`config.mk`:
```
export PLATFORM = sky130hd
export DESIGN_NAME = exec_top
export DESIGN_NICKNAME = d
export VERILOG_FILES = /design/src/hw/exec_pkg.sv /design/src/hw/exec_if.sv /design/src/hw/alu.sv /design/src/hw/apb_regs.sv /design/src/hw/exec_top.sv /design/src/hw/mdu.sv /design/src/hw/result_merge.sv
export SDC_FILE = /design/constraint.sdc
export NUM_CORES = 2
export LEC_CHECK = 0
export BUFFER_PORTS_ARGS = -buffer_cell sky130_fd_sc_hd__buf_2
export CORE_ASPECT_RATIO = 1.5
export CORE_MARGIN = 3
export CORE_UTILIZATION = 63
export DETAILED_ROUTE_END_ITERATION = 8
export PLACE_DENSITY_LB_ADDON = 0.08
export SETUP_SLACK_MARGIN = 0.05
export SLEW_MARGIN = 25
export SYNTH_ARGS = -nofsm -noshare
export SYNTH_HDL_FRONTEND = slang
export SYNTH_HIERARCHICAL = 1
export SYNTH_SLANG_ARGS = --single-unit
```
`constraint.sdc`:
```
create_clock -name clk -period 5.3 [get_ports clk]
set_input_delay 1.06 -clock clk [delete_from_list [all_inputs] [get_ports clk]]
set_output_delay 1.06 -clock clk [all_outputs]
set_load 0.03 [all_outputs]
```
`src/hw/exec_pkg.sv`:
```
package exec_pkg;

	localparam int XLEN = 32; // Data path width
	localparam int MDU_STEPS = 32; // Iterations per multiply or divide

	typedef logic [XLEN-1:0] word_t; // Operands, results, HI, LO
	typedef logic [4:0] op_t; // Operation code
	typedef logic [4:0] shamt_t; // Shift amount
	typedef logic [4:0] addr_t; // APB byte address
	typedef logic [$clog2(MDU_STEPS+1)-1:0] mdu_cnt_t; // MDU step counter, 0 to MDU_STEPS

	// ALU group, same codes as the original ALU
	localparam op_t OP_AND = 5'd0;
	localparam op_t OP_OR = 5'd1;
	localparam op_t OP_ADD = 5'd2; // Wraps, no trap
	localparam op_t OP_ADDU = 5'd3;
	localparam op_t OP_MOVN = 5'd4;
	localparam op_t OP_SLL = 5'd5;
	localparam op_t OP_SUB = 5'd6; // Also BEQ/BNE
	localparam op_t OP_SUBU = 5'd7;
	localparam op_t OP_BGEZ = 5'd8;
	localparam op_t OP_SLT = 5'd9;
	localparam op_t OP_SLTU = 5'd10;
	localparam op_t OP_SRL = 5'd11;
	localparam op_t OP_NOR = 5'd12;
	localparam op_t OP_XOR = 5'd13;
	localparam op_t OP_SRA = 5'd14;
	localparam op_t OP_LUI = 5'd15;
	localparam op_t OP_SRAV = 5'd16;
	// Multiply/divide group
	localparam op_t OP_MULT = 5'd17;
	localparam op_t OP_MULTU = 5'd18;
	localparam op_t OP_DIV = 5'd19;
	localparam op_t OP_DIVU = 5'd20;
	localparam op_t OP_MFHI = 5'd21;
	localparam op_t OP_MFLO = 5'd22;

	localparam addr_t REG_A = 5'h00; // Operand A
	localparam addr_t REG_B = 5'h04; // Operand B
	localparam addr_t REG_CTRL = 5'h08; // Op 4:0, shamt 12:8, equal 16
	localparam addr_t REG_RESULT = 5'h0C; // Read only
	localparam addr_t REG_STATUS = 5'h10; // Read only

	localparam int ST_BUSY = 0; // STATUS bit positions
	localparam int ST_ZERO = 1;
	localparam int ST_MOVN = 2;
	localparam int ST_ERROR = 3;
	localparam int ST_DONE = 4;

	localparam word_t DEADBEEF = 32'hdeadbeef; // Result of an illegal op

	typedef enum logic {
		UNIT_ALU, // Combinational, done in the start cycle
		UNIT_MDU // Iterative, sets busy
	} unit_e;

endpackage

```
`src/hw/exec_if.sv`:
```
`timescale 1ns/1ps

interface exec_if import exec_pkg::*; ();

	word_t a; // Operand A
	word_t b; // Operand B
	op_t operation; // Valid during the start pulse
	shamt_t shamt;
	logic equal; // BEQ when high, BNE when low
	unit_e unit; // Owner of the op being started
	logic alu_start; // One-cycle pulse
	logic mdu_start; // One-cycle pulse

	modport issue (output a, b, operation, shamt, equal, unit, alu_start, mdu_start);

	modport alu_side (input a, b, operation, shamt, equal, alu_start);

	modport mdu_side (input a, b, operation, mdu_start);

	modport observe (input unit, alu_start, mdu_start); // Result stage needs no operands

endinterface

```
`src/hw/alu.sv`:
```
`timescale 1ns/1ps

module alu import exec_pkg::*; (
	exec_if.alu_side ops,
	output word_t alu_result,
	output logic alu_zero, // Branch taken flag
	output logic alu_movn, // MOVN condition met
	output logic alu_wen, // Result register write enable
	output logic alu_illegal // Undefined op code
);

	always_comb begin
		alu_result = '0; // Defaults keep outputs known
		alu_zero = 1'b0;
		alu_movn = 1'b0;
		alu_wen = 1'b1;
		alu_illegal = 1'b0;

		case (ops.operation)
			OP_AND:
				alu_result = ops.a & ops.b;
			OP_OR:
				alu_result = ops.a | ops.b;
			OP_ADD:
				alu_result = ops.a + ops.b; // Signed add, wraps on overflow
			OP_ADDU:
				alu_result = ops.a + ops.b;
			OP_MOVN: begin
				if (ops.b != '0) begin // rt nonzero
					alu_result = ops.a; // rd gets rs
					alu_movn = 1'b1;
				end else begin
					alu_wen = 1'b0; // Result register holds
				end
			end
			OP_SLL:
				alu_result = ops.b << ops.shamt;
			OP_SUB: begin
				alu_result = ops.a - ops.b; // Wraps on overflow
				// equal selects BEQ, otherwise BNE
				alu_zero = ops.equal ? (ops.a == ops.b) : (ops.a != ops.b);
			end
			OP_SUBU:
				alu_result = ops.a - ops.b;
			OP_BGEZ: begin
				alu_result = {{(XLEN-1){1'b0}}, !ops.a[XLEN-1]}; // 1 when rs >= 0
				alu_zero = !ops.a[XLEN-1]; // Taken when rs >= 0
			end
			OP_SLT: begin
				if ($signed(ops.a) < $signed(ops.b))
					alu_result = 32'd1;
				else
					alu_result = 32'd0;
			end
			OP_SLTU: begin
				if (ops.a < ops.b) // Unsigned compare
					alu_result = 32'd1;
				else
					alu_result = 32'd0;
			end
			OP_SRL:
				alu_result = ops.b >> ops.shamt;
			OP_NOR:
				alu_result = ~(ops.a | ops.b);
			OP_XOR:
				alu_result = ops.a ^ ops.b;
			OP_SRA:
				alu_result = $signed(ops.b) >>> ops.shamt; // Sign fill
			OP_LUI:
				alu_result = ops.b << 16; // Immediate to upper half
			OP_SRAV:
				alu_result = $signed(ops.b) >>> ops.a[4:0]; // Variable shift from rs
			default: begin // MDU codes land here too, result unused then
				alu_result = DEADBEEF;
				alu_illegal = 1'b1;
			end
		endcase
	end

	// Sampled at the end of the start pulse, while operands are still held
	a_result_known: assert property (@(negedge ops.alu_start) !$isunknown(alu_result))
		else $error("ALU result has unknown bits at alu_start");

endmodule

```
`src/hw/apb_regs.sv`:
```
`timescale 1ns/1ps

module apb_regs import exec_pkg::*; (
	input logic clk,
	input logic rst,
	input addr_t paddr,
	input logic psel,
	input logic penable,
	input logic pwrite,
	input word_t pwdata,
	output word_t prdata,
	output logic pready,
	output logic pslverr,
	exec_if.issue issue,
	input word_t result, // From result stage
	input word_t status
);

	word_t a_q; // Operand registers
	word_t b_q;
	op_t op_q; // Control word fields
	shamt_t shamt_q;
	logic equal_q;

	logic access; // APB access phase
	logic busy; // MDU op in flight
	logic wr_map; // Writable address
	logic rd_map; // Readable address
	logic wr_ok; // Accepted write
	logic ctrl_wr; // Accepted write to CTRL, starts an op
	op_t eff_op; // Op seen by the units this cycle
	unit_e eff_unit;

	assign access = psel && penable;
	assign busy = status[ST_BUSY];
	assign wr_map = (paddr == REG_A) || (paddr == REG_B) || (paddr == REG_CTRL);
	assign rd_map = wr_map || (paddr == REG_RESULT) || (paddr == REG_STATUS);
	assign wr_ok = access && pwrite && !busy && wr_map;
	assign ctrl_wr = wr_ok && (paddr == REG_CTRL);

	assign pready = 1'b1; // No wait states
	assign pslverr = access && (pwrite ? (busy || !wr_map) : !rd_map);

	// CTRL write data bypasses to the units so the ALU settles inside the access cycle
	always_comb begin
		eff_op = ctrl_wr ? pwdata[4:0] : op_q;
		if ((eff_op >= OP_MULT) && (eff_op <= OP_MFLO))
			eff_unit = UNIT_MDU;
		else
			eff_unit = UNIT_ALU; // Illegal codes too, ALU flags them
	end

	assign issue.a = a_q;
	assign issue.b = b_q;
	assign issue.operation = eff_op;
	assign issue.shamt = ctrl_wr ? pwdata[12:8] : shamt_q;
	assign issue.equal = ctrl_wr ? pwdata[16] : equal_q;
	assign issue.unit = eff_unit;
	assign issue.alu_start = ctrl_wr && (eff_unit == UNIT_ALU);
	assign issue.mdu_start = ctrl_wr && (eff_unit == UNIT_MDU);

	always_ff @(posedge clk) begin
		if (rst) begin
			a_q <= '0;
			b_q <= '0;
			op_q <= '0;
			shamt_q <= '0;
			equal_q <= 1'b0;
		end else if (wr_ok) begin
			case (paddr)
				REG_A: a_q <= pwdata;
				REG_B: b_q <= pwdata;
				REG_CTRL: begin
					op_q <= pwdata[4:0];
					shamt_q <= pwdata[12:8];
					equal_q <= pwdata[16];
				end
				default: ; // Not reachable, wr_map filters
			endcase
		end
	end

	always_comb begin
		case (paddr)
			REG_A: prdata = a_q;
			REG_B: prdata = b_q;
			REG_CTRL: prdata = {15'd0, equal_q, 3'd0, shamt_q, 3'd0, op_q};
			REG_RESULT: prdata = result;
			REG_STATUS: prdata = status;
			default: prdata = '0; // Unmapped reads return zero
		endcase
	end

	// Access phase always follows a setup phase
	a_setup_first: assert property (@(posedge clk) disable iff (rst)
		access |-> $past(psel && !penable))
		else $error("APB access phase without a preceding setup phase");

endmodule

```
`src/hw/exec_top.sv`:
```
`timescale 1ns/1ps

module exec_top import exec_pkg::*; (
	input logic clk,
	input logic rst,
	input addr_t paddr,
	input logic psel,
	input logic penable,
	input logic pwrite,
	input word_t pwdata,
	output word_t prdata,
	output logic pready,
	output logic pslverr
);

	word_t alu_result; // ALU to result stage
	logic alu_zero;
	logic alu_movn;
	logic alu_wen;
	logic alu_illegal;
	word_t mdu_result; // MDU to result stage
	logic mdu_done;
	logic mdu_div_zero;
	word_t result; // Result stage back to bus block
	word_t status;

	exec_if ops_if (); // Operands and starts

	apb_regs apb_regs_inst (
		.clk(clk),
		.rst(rst),
		.paddr(paddr),
		.psel(psel),
		.penable(penable),
		.pwrite(pwrite),
		.pwdata(pwdata),
		.prdata(prdata),
		.pready(pready),
		.pslverr(pslverr),
		.issue(ops_if.issue),
		.result(result),
		.status(status)
	);

	alu alu_inst (
		.ops(ops_if.alu_side),
		.alu_result(alu_result),
		.alu_zero(alu_zero),
		.alu_movn(alu_movn),
		.alu_wen(alu_wen),
		.alu_illegal(alu_illegal)
	);

	mdu mdu_inst (
		.clk(clk),
		.rst(rst),
		.ops(ops_if.mdu_side),
		.mdu_result(mdu_result),
		.mdu_done(mdu_done),
		.mdu_div_zero(mdu_div_zero)
	);

	result_merge result_merge_inst (
		.clk(clk),
		.rst(rst),
		.obs(ops_if.observe),
		.alu_result(alu_result),
		.alu_zero(alu_zero),
		.alu_movn(alu_movn),
		.alu_wen(alu_wen),
		.alu_illegal(alu_illegal),
		.mdu_result(mdu_result),
		.mdu_done(mdu_done),
		.mdu_div_zero(mdu_div_zero),
		.result(result),
		.status(status)
	);

endmodule

```
`src/hw/mdu.sv`:
```
`timescale 1ns/1ps

module mdu import exec_pkg::*; (
	input logic clk,
	input logic rst,
	exec_if.mdu_side ops,
	output word_t mdu_result, // HI or LO for MFHI/MFLO
	output logic mdu_done, // One-cycle completion pulse
	output logic mdu_div_zero // Divide by zero, valid with mdu_done
);

	word_t hi_q;
	word_t lo_q;
	word_t acc_q; // Upper partial product or partial remainder
	word_t sh_q; // Multiplier shifting out, or dividend out and quotient in
	word_t opb_q; // Multiplicand or divisor magnitude
	op_t op_q; // Op in flight
	mdu_cnt_t cnt_q; // Steps taken
	logic busy_q;
	logic neg_q; // Negate product or quotient
	logic neg_rem_q; // Negate remainder, follows dividend sign
	logic dz_q; // Divide by zero pending

	logic is_signed;
	logic start_div;
	logic start_mf;
	logic a_neg;
	logic b_neg;
	word_t a_mag;
	word_t b_mag;
	logic [XLEN:0] add_sum; // Shift-add step sum with carry
	logic [XLEN:0] rem_shift; // Remainder shifted left by one dividend bit
	logic [XLEN:0] rem_diff; // Trial subtraction
	logic q_bit; // New quotient bit
	logic [2*XLEN-1:0] prod;

	always_comb begin
		is_signed = (ops.operation == OP_MULT) || (ops.operation == OP_DIV);
		start_div = (ops.operation == OP_DIV) || (ops.operation == OP_DIVU);
		start_mf = (ops.operation == OP_MFHI) || (ops.operation == OP_MFLO);
		a_neg = is_signed && ops.a[XLEN-1];
		b_neg = is_signed && ops.b[XLEN-1];
		a_mag = a_neg ? -ops.a : ops.a; // Iterate on magnitudes
		b_mag = b_neg ? -ops.b : ops.b;
	end

	assign add_sum = {1'b0, acc_q} + (sh_q[0] ? {1'b0, opb_q} : '0);
	assign rem_shift = {acc_q, sh_q[XLEN-1]};
	assign rem_diff = rem_shift - {1'b0, opb_q};
	assign q_bit = !rem_diff[XLEN]; // No borrow, subtraction fits
	assign prod = {acc_q, sh_q};

	assign mdu_done = busy_q && (cnt_q == mdu_cnt_t'(MDU_STEPS));
	assign mdu_div_zero = mdu_done && dz_q;
	assign mdu_result = (op_q == OP_MFHI) ? hi_q : lo_q;

	always_ff @(posedge clk) begin
		if (rst) begin
			busy_q <= 1'b0;
			cnt_q <= '0;
			hi_q <= '0;
			lo_q <= '0;
		end else if (ops.mdu_start) begin
			busy_q <= 1'b1;
			// MFHI/MFLO and divide by zero skip the iterations
			if (start_mf || (start_div && (ops.b == '0)))
				cnt_q <= mdu_cnt_t'(MDU_STEPS);
			else
				cnt_q <= '0;
		end else if (mdu_done) begin
			busy_q <= 1'b0;
			if ((op_q == OP_MULT) || (op_q == OP_MULTU)) begin
				{hi_q, lo_q} <= neg_q ? -prod : prod;
			end else if (((op_q == OP_DIV) || (op_q == OP_DIVU)) && !dz_q) begin
				lo_q <= neg_q ? -sh_q : sh_q; // Quotient truncates toward zero
				hi_q <= neg_rem_q ? -acc_q : acc_q; // Remainder
			end
		end else if (busy_q) begin
			cnt_q <= cnt_q + 1'b1;
		end
	end

	always_ff @(posedge clk) begin
		if (ops.mdu_start) begin
			op_q <= ops.operation;
			acc_q <= '0;
			sh_q <= a_mag;
			opb_q <= b_mag;
			neg_q <= a_neg ^ b_neg;
			neg_rem_q <= a_neg;
			dz_q <= start_div && (ops.b == '0);
		end else if (busy_q && !mdu_done) begin
			if ((op_q == OP_DIV) || (op_q == OP_DIVU)) begin // Restoring divide step
				acc_q <= q_bit ? rem_diff[XLEN-1:0] : rem_shift[XLEN-1:0];
				sh_q <= {sh_q[XLEN-2:0], q_bit};
			end else begin // Shift-add multiply step
				acc_q <= add_sum[XLEN:1];
				sh_q <= {add_sum[0], sh_q[XLEN-1:1]};
			end
		end
	end

	// Bus block must refuse CTRL writes until result stage drops busy
	a_no_overlap: assert property (@(posedge clk) disable iff (rst) ops.mdu_start |-> !busy_q)
		else $error("mdu_start while MDU operation running");

endmodule

```
`src/hw/result_merge.sv`:
```
`timescale 1ns/1ps

module result_merge import exec_pkg::*; (
	input logic clk,
	input logic rst,
	exec_if.observe obs,
	input word_t alu_result,
	input logic alu_zero,
	input logic alu_movn,
	input logic alu_wen,
	input logic alu_illegal,
	input word_t mdu_result,
	input logic mdu_done,
	input logic mdu_div_zero,
	output word_t result, // RESULT register
	output word_t status // STATUS register
);

	unit_e owner_q; // Unit that owns the pending result
	logic first_q; // Cycle right after an MDU start
	logic busy_q;
	logic zero_q;
	logic movn_q;
	logic err_q;
	logic done_q;
	word_t result_q;
	logic mdu_fin; // MDU completion for an op we started

	assign mdu_fin = mdu_done && (owner_q == UNIT_MDU);

	always_ff @(posedge clk) begin
		if (rst) begin
			owner_q <= UNIT_ALU;
			first_q <= 1'b0;
			busy_q <= 1'b0;
			zero_q <= 1'b0;
			movn_q <= 1'b0;
			err_q <= 1'b0;
			done_q <= 1'b0;
			result_q <= '0;
		end else begin
			first_q <= obs.mdu_start;
			if (obs.alu_start || obs.mdu_start)
				owner_q <= obs.unit;
			if (obs.alu_start) begin // ALU finishes in its start cycle
				zero_q <= alu_zero;
				movn_q <= alu_movn;
				err_q <= alu_illegal;
				done_q <= 1'b1;
				if (alu_wen)
					result_q <= alu_result;
			end else if (obs.mdu_start) begin
				busy_q <= 1'b1;
				done_q <= 1'b0;
				err_q <= 1'b0;
			end else if (mdu_fin) begin
				busy_q <= 1'b0;
				done_q <= 1'b1;
				err_q <= mdu_div_zero;
				// Only MFHI/MFLO finish one cycle after start without a div-zero flag
				if (first_q && !mdu_div_zero)
					result_q <= mdu_result;
			end
		end
	end

	always_comb begin
		status = '0;
		status[ST_BUSY] = busy_q;
		status[ST_ZERO] = zero_q;
		status[ST_MOVN] = movn_q;
		status[ST_ERROR] = err_q;
		status[ST_DONE] = done_q;
	end

	assign result = result_q;

	// Busy blocks new starts, so an ALU op cannot land on an MDU completion
	a_one_source: assert property (@(posedge clk) disable iff (rst)
		!(obs.alu_start && mdu_done))
		else $error("alu_start and mdu_done in the same cycle");

endmodule

```
==> results, run 1 <==
- For this run, the number of Yosys warnings is 6.
- The most used flip-flop cell after synthesis is sky130_fd_sc_hd__dfxtp_1.
- Clock tree synthesis selected as its root buffer the cell sky130_fd_sc_hd__clkbuf_16.
- The clock passes through at most 3 buffers.
- The mean post-synth cell area is 7.61 um^2.
- The sequential area share after synthesis is 20.8%.
- The number of core rows is 99.
- The largest net degree at the start of global routing is 154.
- The I/O pin total is 76.
- The synthesized cell area is 31,300 um^2.
- The overall overflow remaining after global route is 85.
- The number of buffers inserted by post-CTS setup repair is 0.
- The number of different library cells used by synthesis comes to 110.
- The flow stopped in global routing.
- In the synthesized netlist the async set-or-reset flop fraction comes to 0%.
- The number of gates resized after cts is 0.
- Global routing used approximately two thirds of the available tracks.
- The flip-flop and latch count after synthesis is a little under 300.
- The number of CTS-inserted buffers is 30.
- CTS built an H-tree with a depth of 1.
- Counting every instance in the synthesized netlist gives 4,113.
- The total instance count after detailed placement is 4,866.
- For this design, the CTS-stage hold fixing added 0 buffers.
- The initial core utilization is 64.0%.
- The count of input and output buffers is between 70 and 80.
- At the end of routability-driven placement, the weighted congestion stood at 1.31.
- The clock sink count is 289.
- The first error in the log reads "[ERROR GRT-0116] Global routing finished with congestion. Check the congestion regions in the DRC Viewer".
- From bottom edge to top edge, the die measures 279 um.
- The detailed placement HPWL is roughly 130,000 um.
- The first global-routing pass estimated 265,000 um of wire.
- The width of the die is 188 um.
- The via count of the first global-routing pass is 38,200.
- The run stopped with a tool error.
- Yosys mapped a number of flops with a built-in enable equal to 72.
## per-stage QoR
| stage | hold WS [ns] | utilization, % | setup slack (ns) | instance area (um^2) |
|---|---|---|---|---|
| after floorplan | 0.429 | - | 0.387 | 31400 |
| after detailed placement | 0.448 | 69.0 | -0.194 | 33800 |
| after global placement | 0.438 | 69.0 | -0.145 | 33800 |
| after CTS | 0.461 | 71.0 | 0.407 | 34800 |
## per-layer routing
layer,GRT usage (%),overflow
met1,65.4,0
met2,93.3,45
met3,40.3,0
met4,75.8,40
met5,2.47,0
## cell families after synthesis
family                     after synthesis  share of synthesized area (%)
AOI/OAI and AO/OA                     1263                           26.9
xor gates and xnor gates               191                           5.34
adders and majority gates              180                           7.29
buffers and inverters                  522                           7.21
DFF                                    289                           20.8
muxes                                  305                           12.1
other                                    2                         0.0240
and+or+nand+nor                       1361                           20.3
## cells in the mapped netlist, types with 17 or more instances
cell / instances / area share (%)
sky130_fd_sc_hd__nand2_1: 496 / 5.9
sky130_fd_sc_hd__nor2_1: 382 / 4.6
sky130_fd_sc_hd__a21oi_1: 351 / 5.6
sky130_fd_sc_hd__clkbuf_1: 231 / 2.8
sky130_fd_sc_hd__o21ai_0: 227 / 3.6
sky130_fd_sc_hd__dfxtp_1: 217 / 14
sky130_fd_sc_hd__mux2i_1: 192 / 6.1
sky130_fd_sc_hd__ha_1: 176 / 7.0
sky130_fd_sc_hd__inv_1: 167 / 2.0
sky130_fd_sc_hd__a211oi_1: 103 / 2.5
sky130_fd_sc_hd__xnor2_1: 100 / 2.8
sky130_fd_sc_hd__nor3_1: 98 / 1.6
sky130_fd_sc_hd__xor2_1: 91 / 2.5
sky130_fd_sc_hd__nand3_1: 83 / 1.3
sky130_fd_sc_hd__a21o_1: 79 / 1.9
sky130_fd_sc_hd__a22oi_1: 77 / 1.8
sky130_fd_sc_hd__edfxtp_1: 72 / 6.9
sky130_fd_sc_hd__mux2_2: 52 / 1.9
sky130_fd_sc_hd__mux4_2: 50 / 3.6
sky130_fd_sc_hd__o211ai_1: 46 / 1.1
sky130_fd_sc_hd__buf_2: 45 / 0.72
sky130_fd_sc_hd__o31ai_1: 38 / 0.91
sky130_fd_sc_hd__buf_4: 36 / 0.86
sky130_fd_sc_hd__nor4_1: 36 / 0.72
sky130_fd_sc_hd__or3_1: 32 / 0.64
sky130_fd_sc_hd__a211oi_2: 31 / 1.2
sky130_fd_sc_hd__and3_1: 31 / 0.62
sky130_fd_sc_hd__a221oi_1: 30 / 0.84
sky130_fd_sc_hd__nand4_1: 29 / 0.58
sky130_fd_sc_hd__nor2b_1: 28 / 0.56
sky130_fd_sc_hd__o21bai_1: 23 / 0.55
sky130_fd_sc_hd__a31oi_1: 22 / 0.44
sky130_fd_sc_hd__buf_1: 22 / 0.26
sky130_fd_sc_hd__nand2b_1: 22 / 0.44
sky130_fd_sc_hd__o21ai_1: 21 / 0.34
sky130_fd_sc_hd__o21a_1: 20 / 0.48
sky130_fd_sc_hd__o41ai_1: 20 / 0.56
sky130_fd_sc_hd__o22ai_1: 18 / 0.36
sky130_fd_sc_hd__and2_1: 17 / 0.34
sky130_fd_sc_hd__or4_1: 17 / 0.41
==> inputs of run 2 (changes only) <==
--- a/config.mk
+++ b/config.mk
@@ -6,12 +6,10 @@
 export NUM_CORES = 2
 export LEC_CHECK = 0
 export BUFFER_PORTS_ARGS = -buffer_cell sky130_fd_sc_hd__buf_2
-export CORE_ASPECT_RATIO = 1.5
 export CORE_MARGIN = 3
-export CORE_UTILIZATION = 63
+export CORE_UTILIZATION = 40
 export DETAILED_ROUTE_END_ITERATION = 8
-export PLACE_DENSITY_LB_ADDON = 0.08
-export SETUP_SLACK_MARGIN = 0.05
+export PLACE_DENSITY_LB_ADDON = 0.15
 export SLEW_MARGIN = 25
 export SYNTH_ARGS = -nofsm -noshare
 export SYNTH_HDL_FRONTEND = slang
==> run 2 against run 1 <==
Effect of this change:
- the run now ends clean
- synthesized cell count did not move
- area after synthesis did not move
==> results, run 2 <==
- The run finished with clean final reports.
- The most common cell in the netlist is sky130_fd_sc_hd__nand2_1.
- Setup repair after global routing left no endpoint under its margin.
- The worst endpoint data arrival time is 5.62 ns.
- Yosys printed 6 warnings.
- After technology mapping, the gate count stands at about 4,100.
- The synthesized cell area is 31,300 um^2.
- For the pin with the worst max-slew slack, the measured transition is 1.16 ns.
- The clock passes through at most 3 buffers.
- In this run the power density over the cells is between 150 and 200 nW/um^2.
- The share of synthesized area in the top cell type comes to 13.9%.
- The sequential area share after synthesis is 20.8%.
- In the layout the commonest cells are sky130_fd_sc_hd__nand2_1, sky130_fd_sc_hd__nor2_1, sky130_fd_sc_hd__a21oi_1, sky130_fd_sc_hd__buf_4, sky130_fd_sc_hd__o21ai_0.
- Once placement completed, the tool counted placed cells totaling 5,263.
- The count of non-filler cells in the finished layout is around 5,300.
- Input and output buffers added on the ports amount to 74.
- Post-CTS timing repair inserted 0 buffers for setup.
- The critical path start-end classification is input pin to flip-flop.
- The number of synthesized flops with an enable pin is 72.
- The signed area change from the synthesized netlist to the final layout is 14.7%.
- The detailed placement HPWL is between 100,000 and 150,000 um.
- The maximum VDD drop is 217 uV.
- The number of setup violations in the final report is 0.
- The share of post-route cells with drive strength above 1 is about 16%.
- The later-pin clock latency in the skew report is 0.60 ns.
- For this run, the top clock speed supported by timing is 0.193 GHz.
- The largest net degree at the start of global routing is 110.
- The post-detailed-placement cell area is 34,600 um^2.
- The max-slew violation count is 0.
- The count of fill cells added during filler insertion is 7,902.
- The commonest non-fill, non-tap cell in the layout is sky130_fd_sc_hd__nand2_1.
- By area the synthesized netlist is led by sky130_fd_sc_hd__dfxtp_1, sky130_fd_sc_hd__ha_1, sky130_fd_sc_hd__edfxtp_1, sky130_fd_sc_hd__mux2i_1, sky130_fd_sc_hd__nand2_1.
- The number of CTS-inserted buffers is 38.
- In this run the clock root is driven by a sky130_fd_sc_hd__clkbuf_16.
- The floorplan step set the die width to 286 um.
- In this run the tightest slew margin relative to its limit is 22.3%.
- The path class of the lowest-slack min-delay path is flip-flop to flip-flop.
- The overall overflow remaining after global route is 0.
- After detailed routing, the number of vias per cell comes to roughly 6.4.
- The post-detailed-route wirelength per cell is about 31 um.
- The routability-driven placement congestion ratio is ~1.1.
- Synthesis inferred 289 register bits.
- The number of core rows is roughly 100.
- After detailed routing, the number of remaining DRC violations is 0.
- The I/O pin total is 76.
- The cell taking the most area after synthesis is sky130_fd_sc_hd__dfxtp_1.
- The commonest cells after synthesis are sky130_fd_sc_hd__nand2_1, sky130_fd_sc_hd__nor2_1, sky130_fd_sc_hd__a21oi_1.
- From bottom edge to top edge, the die measures 286 um.
- The core region is 76,700 um^2.
- The clock edge transition at the registers on the reported setup and hold paths is 0.06 ns.
- The final standard cell area without fillers is between 30,000 and 40,000 um^2.
- Along the worst path, the maximum fanout reaches 7.
- The overall die area is 81,700 um^2.
- The number of violations reported at the end of detailed-routing iteration 0 is 4,158.
- The shortest period the worst path allows is 5.17 ns.
- The post-detailed-routing wire length is 167,000 um.
- Before antenna repair, the detailed router went through 6 iterations.
- In the synthesized netlist the async set-or-reset flop fraction comes to 0%.
- The H-tree generated during clock tree synthesis spans 2 levels.
- The static leakage is ~14 nW.
- The critical path startpoint category is an input pin.
- The initial core utilization is 40.8%.
- The number of antenna violations at the first check in global routing is 6.
- Of the available clock period, the critical path in the final layout requires 97.6%.
- The detail route stage leaves a number of antenna-violating nets equal to 0.
- The global router's overall resource usage is 39.6%.
- The detailed router placed between 30,000 and 40,000 vias in this run.
- Max-cap violations in this run came to 0.
- The mean post-synth cell area is 7.61 um^2.
- The clock sink count is 289.
- At the worst endpoint, the required time is 5.75 ns.
- Measured on the finished design, the core utilization comes to between 40% and 50%.
- Clock skew on the completed layout was measured at 0.0341 ns.
- The wire length of the first global-routing pass is roughly 240,000 um.
- The number of hold buffers added after CTS is 0.
- The commonest register cell after synthesis is sky130_fd_sc_hd__dfxtp_1.
- TritonCTS built the clock tree.
- The post-layout net count is 4,495.
- The count of distinct cell types in the synthesized netlist is 110.
- The number of gates resized after cts is 0.
- The worst setup path is captured at a flip-flop.
- The hold violation count in the final report came to 0.
- The via count of the first global-routing pass came to 32,500.
==> run 2: cell counts after synthesis <==
No cell type changed its count.
==> run 2: final cells by class <==
| type | count | area [um^2] | area share, % |
|---|---|---|---|
| diodes | 4 | 10.0 | 0.0279 |
| clock buffers | 55 | 1090 | 3.04 |
| well taps | 1030 | 1290 | 3.59 |
| multi-input cells | 3328 | 22700 | 63.2 |
| repair buffers | 444 | 3450 | 9.60 |
| flip-flops and latches | 289 | 6510 | 18.1 |
| inverters | 172 | 646 | 1.80 |
| clock inverters | 14 | 230 | 0.641 |
==> run 2: worst max-delay path, cell delays in order <==
cell	delay, ns
sky130_fd_sc_hd__buf_2	0.09
sky130_fd_sc_hd__and4b_1	0.34
sky130_fd_sc_hd__and4b_4	0.42
sky130_fd_sc_hd__mux2_4	0.36
sky130_fd_sc_hd__or4_4	0.60
sky130_fd_sc_hd__o21ai_4	0.19
sky130_fd_sc_hd__and2_1	0.35
sky130_fd_sc_hd__mux2i_1	0.32
sky130_fd_sc_hd__mux2i_1	0.12
sky130_fd_sc_hd__mux2i_1	0.36
sky130_fd_sc_hd__a21oi_1	0.17
sky130_fd_sc_hd__a211oi_1	0.62
sky130_fd_sc_hd__o221ai_1	0.28
sky130_fd_sc_hd__mux2i_1	0.23
sky130_fd_sc_hd__a211oi_2	0.09
==> run 2: where the power goes <==
group / internal (mW) / switching [mW] / leakage, nW / total (mW)
Clock: 1.69 / 1.13 / 0.641 / 2.82
Sequential: 2.27 / 0.0440 / 2.46 / 2.31
Combinational: 0.198 / 0.348 / 11.1 / 0.546
Total: 4.15 / 1.52 / 14.2 / 5.67
==> run 2: layer usage <==
| layer | track usage (%) | vias up | part of all wire [%] |
|---|---|---|---|
| li1 | - | 15400 | - |
| met1 | 48.0 | 16400 | 38 |
| met2 | 61.9 | 1936 | 43 |
| met3 | 7.27 | 553 | 8.9 |
| met4 | 30.7 | 4 | 9.5 |
| met5 | 0 | - | 0.044 |
==> run 2: logic make-up (layout without fill, tap and decap cells) <==
kind of cell,after synthesis,after routing,share of synthesized area [%]
AOI/OAI and AO/OA,1263,1263,26.9
muxes,305,305,12.1
buffers and inverters,522,685,7.21
xor gates and xnor gates,191,191,5.34
and+or+nand+nor,1361,1361,20.3
other,2,32,0.0240
DFF,289,289,20.8
adders and majority gates,180,180,7.29
==> run 2: per-stage QoR <==
stage                     power (mW)  worst slack [ns]  hold slack [ns]  TNS [ns]
final                           5.67             0.129            0.453         0
after detailed placement        2.89            -0.314            0.448    -0.859
after global placement          2.89            -0.261            0.440    -0.460
after floorplan                 2.71             0.387            0.429         0
after CTS                       5.69             0.320            0.455         0
after global routing            5.83            0.0341            0.471         0
==> run 2: path summary, 6_finish.rpt <==
kind	start	slack, ns	end	cells after the start
setup / recovery	pwrite	0.13	result_merge_inst/result[11]	15
setup reg to reg	result_merge_inst/busy_q	0.13	result_merge_inst/result[11]	14
hold reg to reg	mdu_inst/lo_q[0]	0.45	mdu_inst/lo_q[0]	2
hold / removal	mdu_inst/lo_q[0]	0.45	mdu_inst/lo_q[0]	2
No activity file was read; power rests on OpenSTA's default activity.
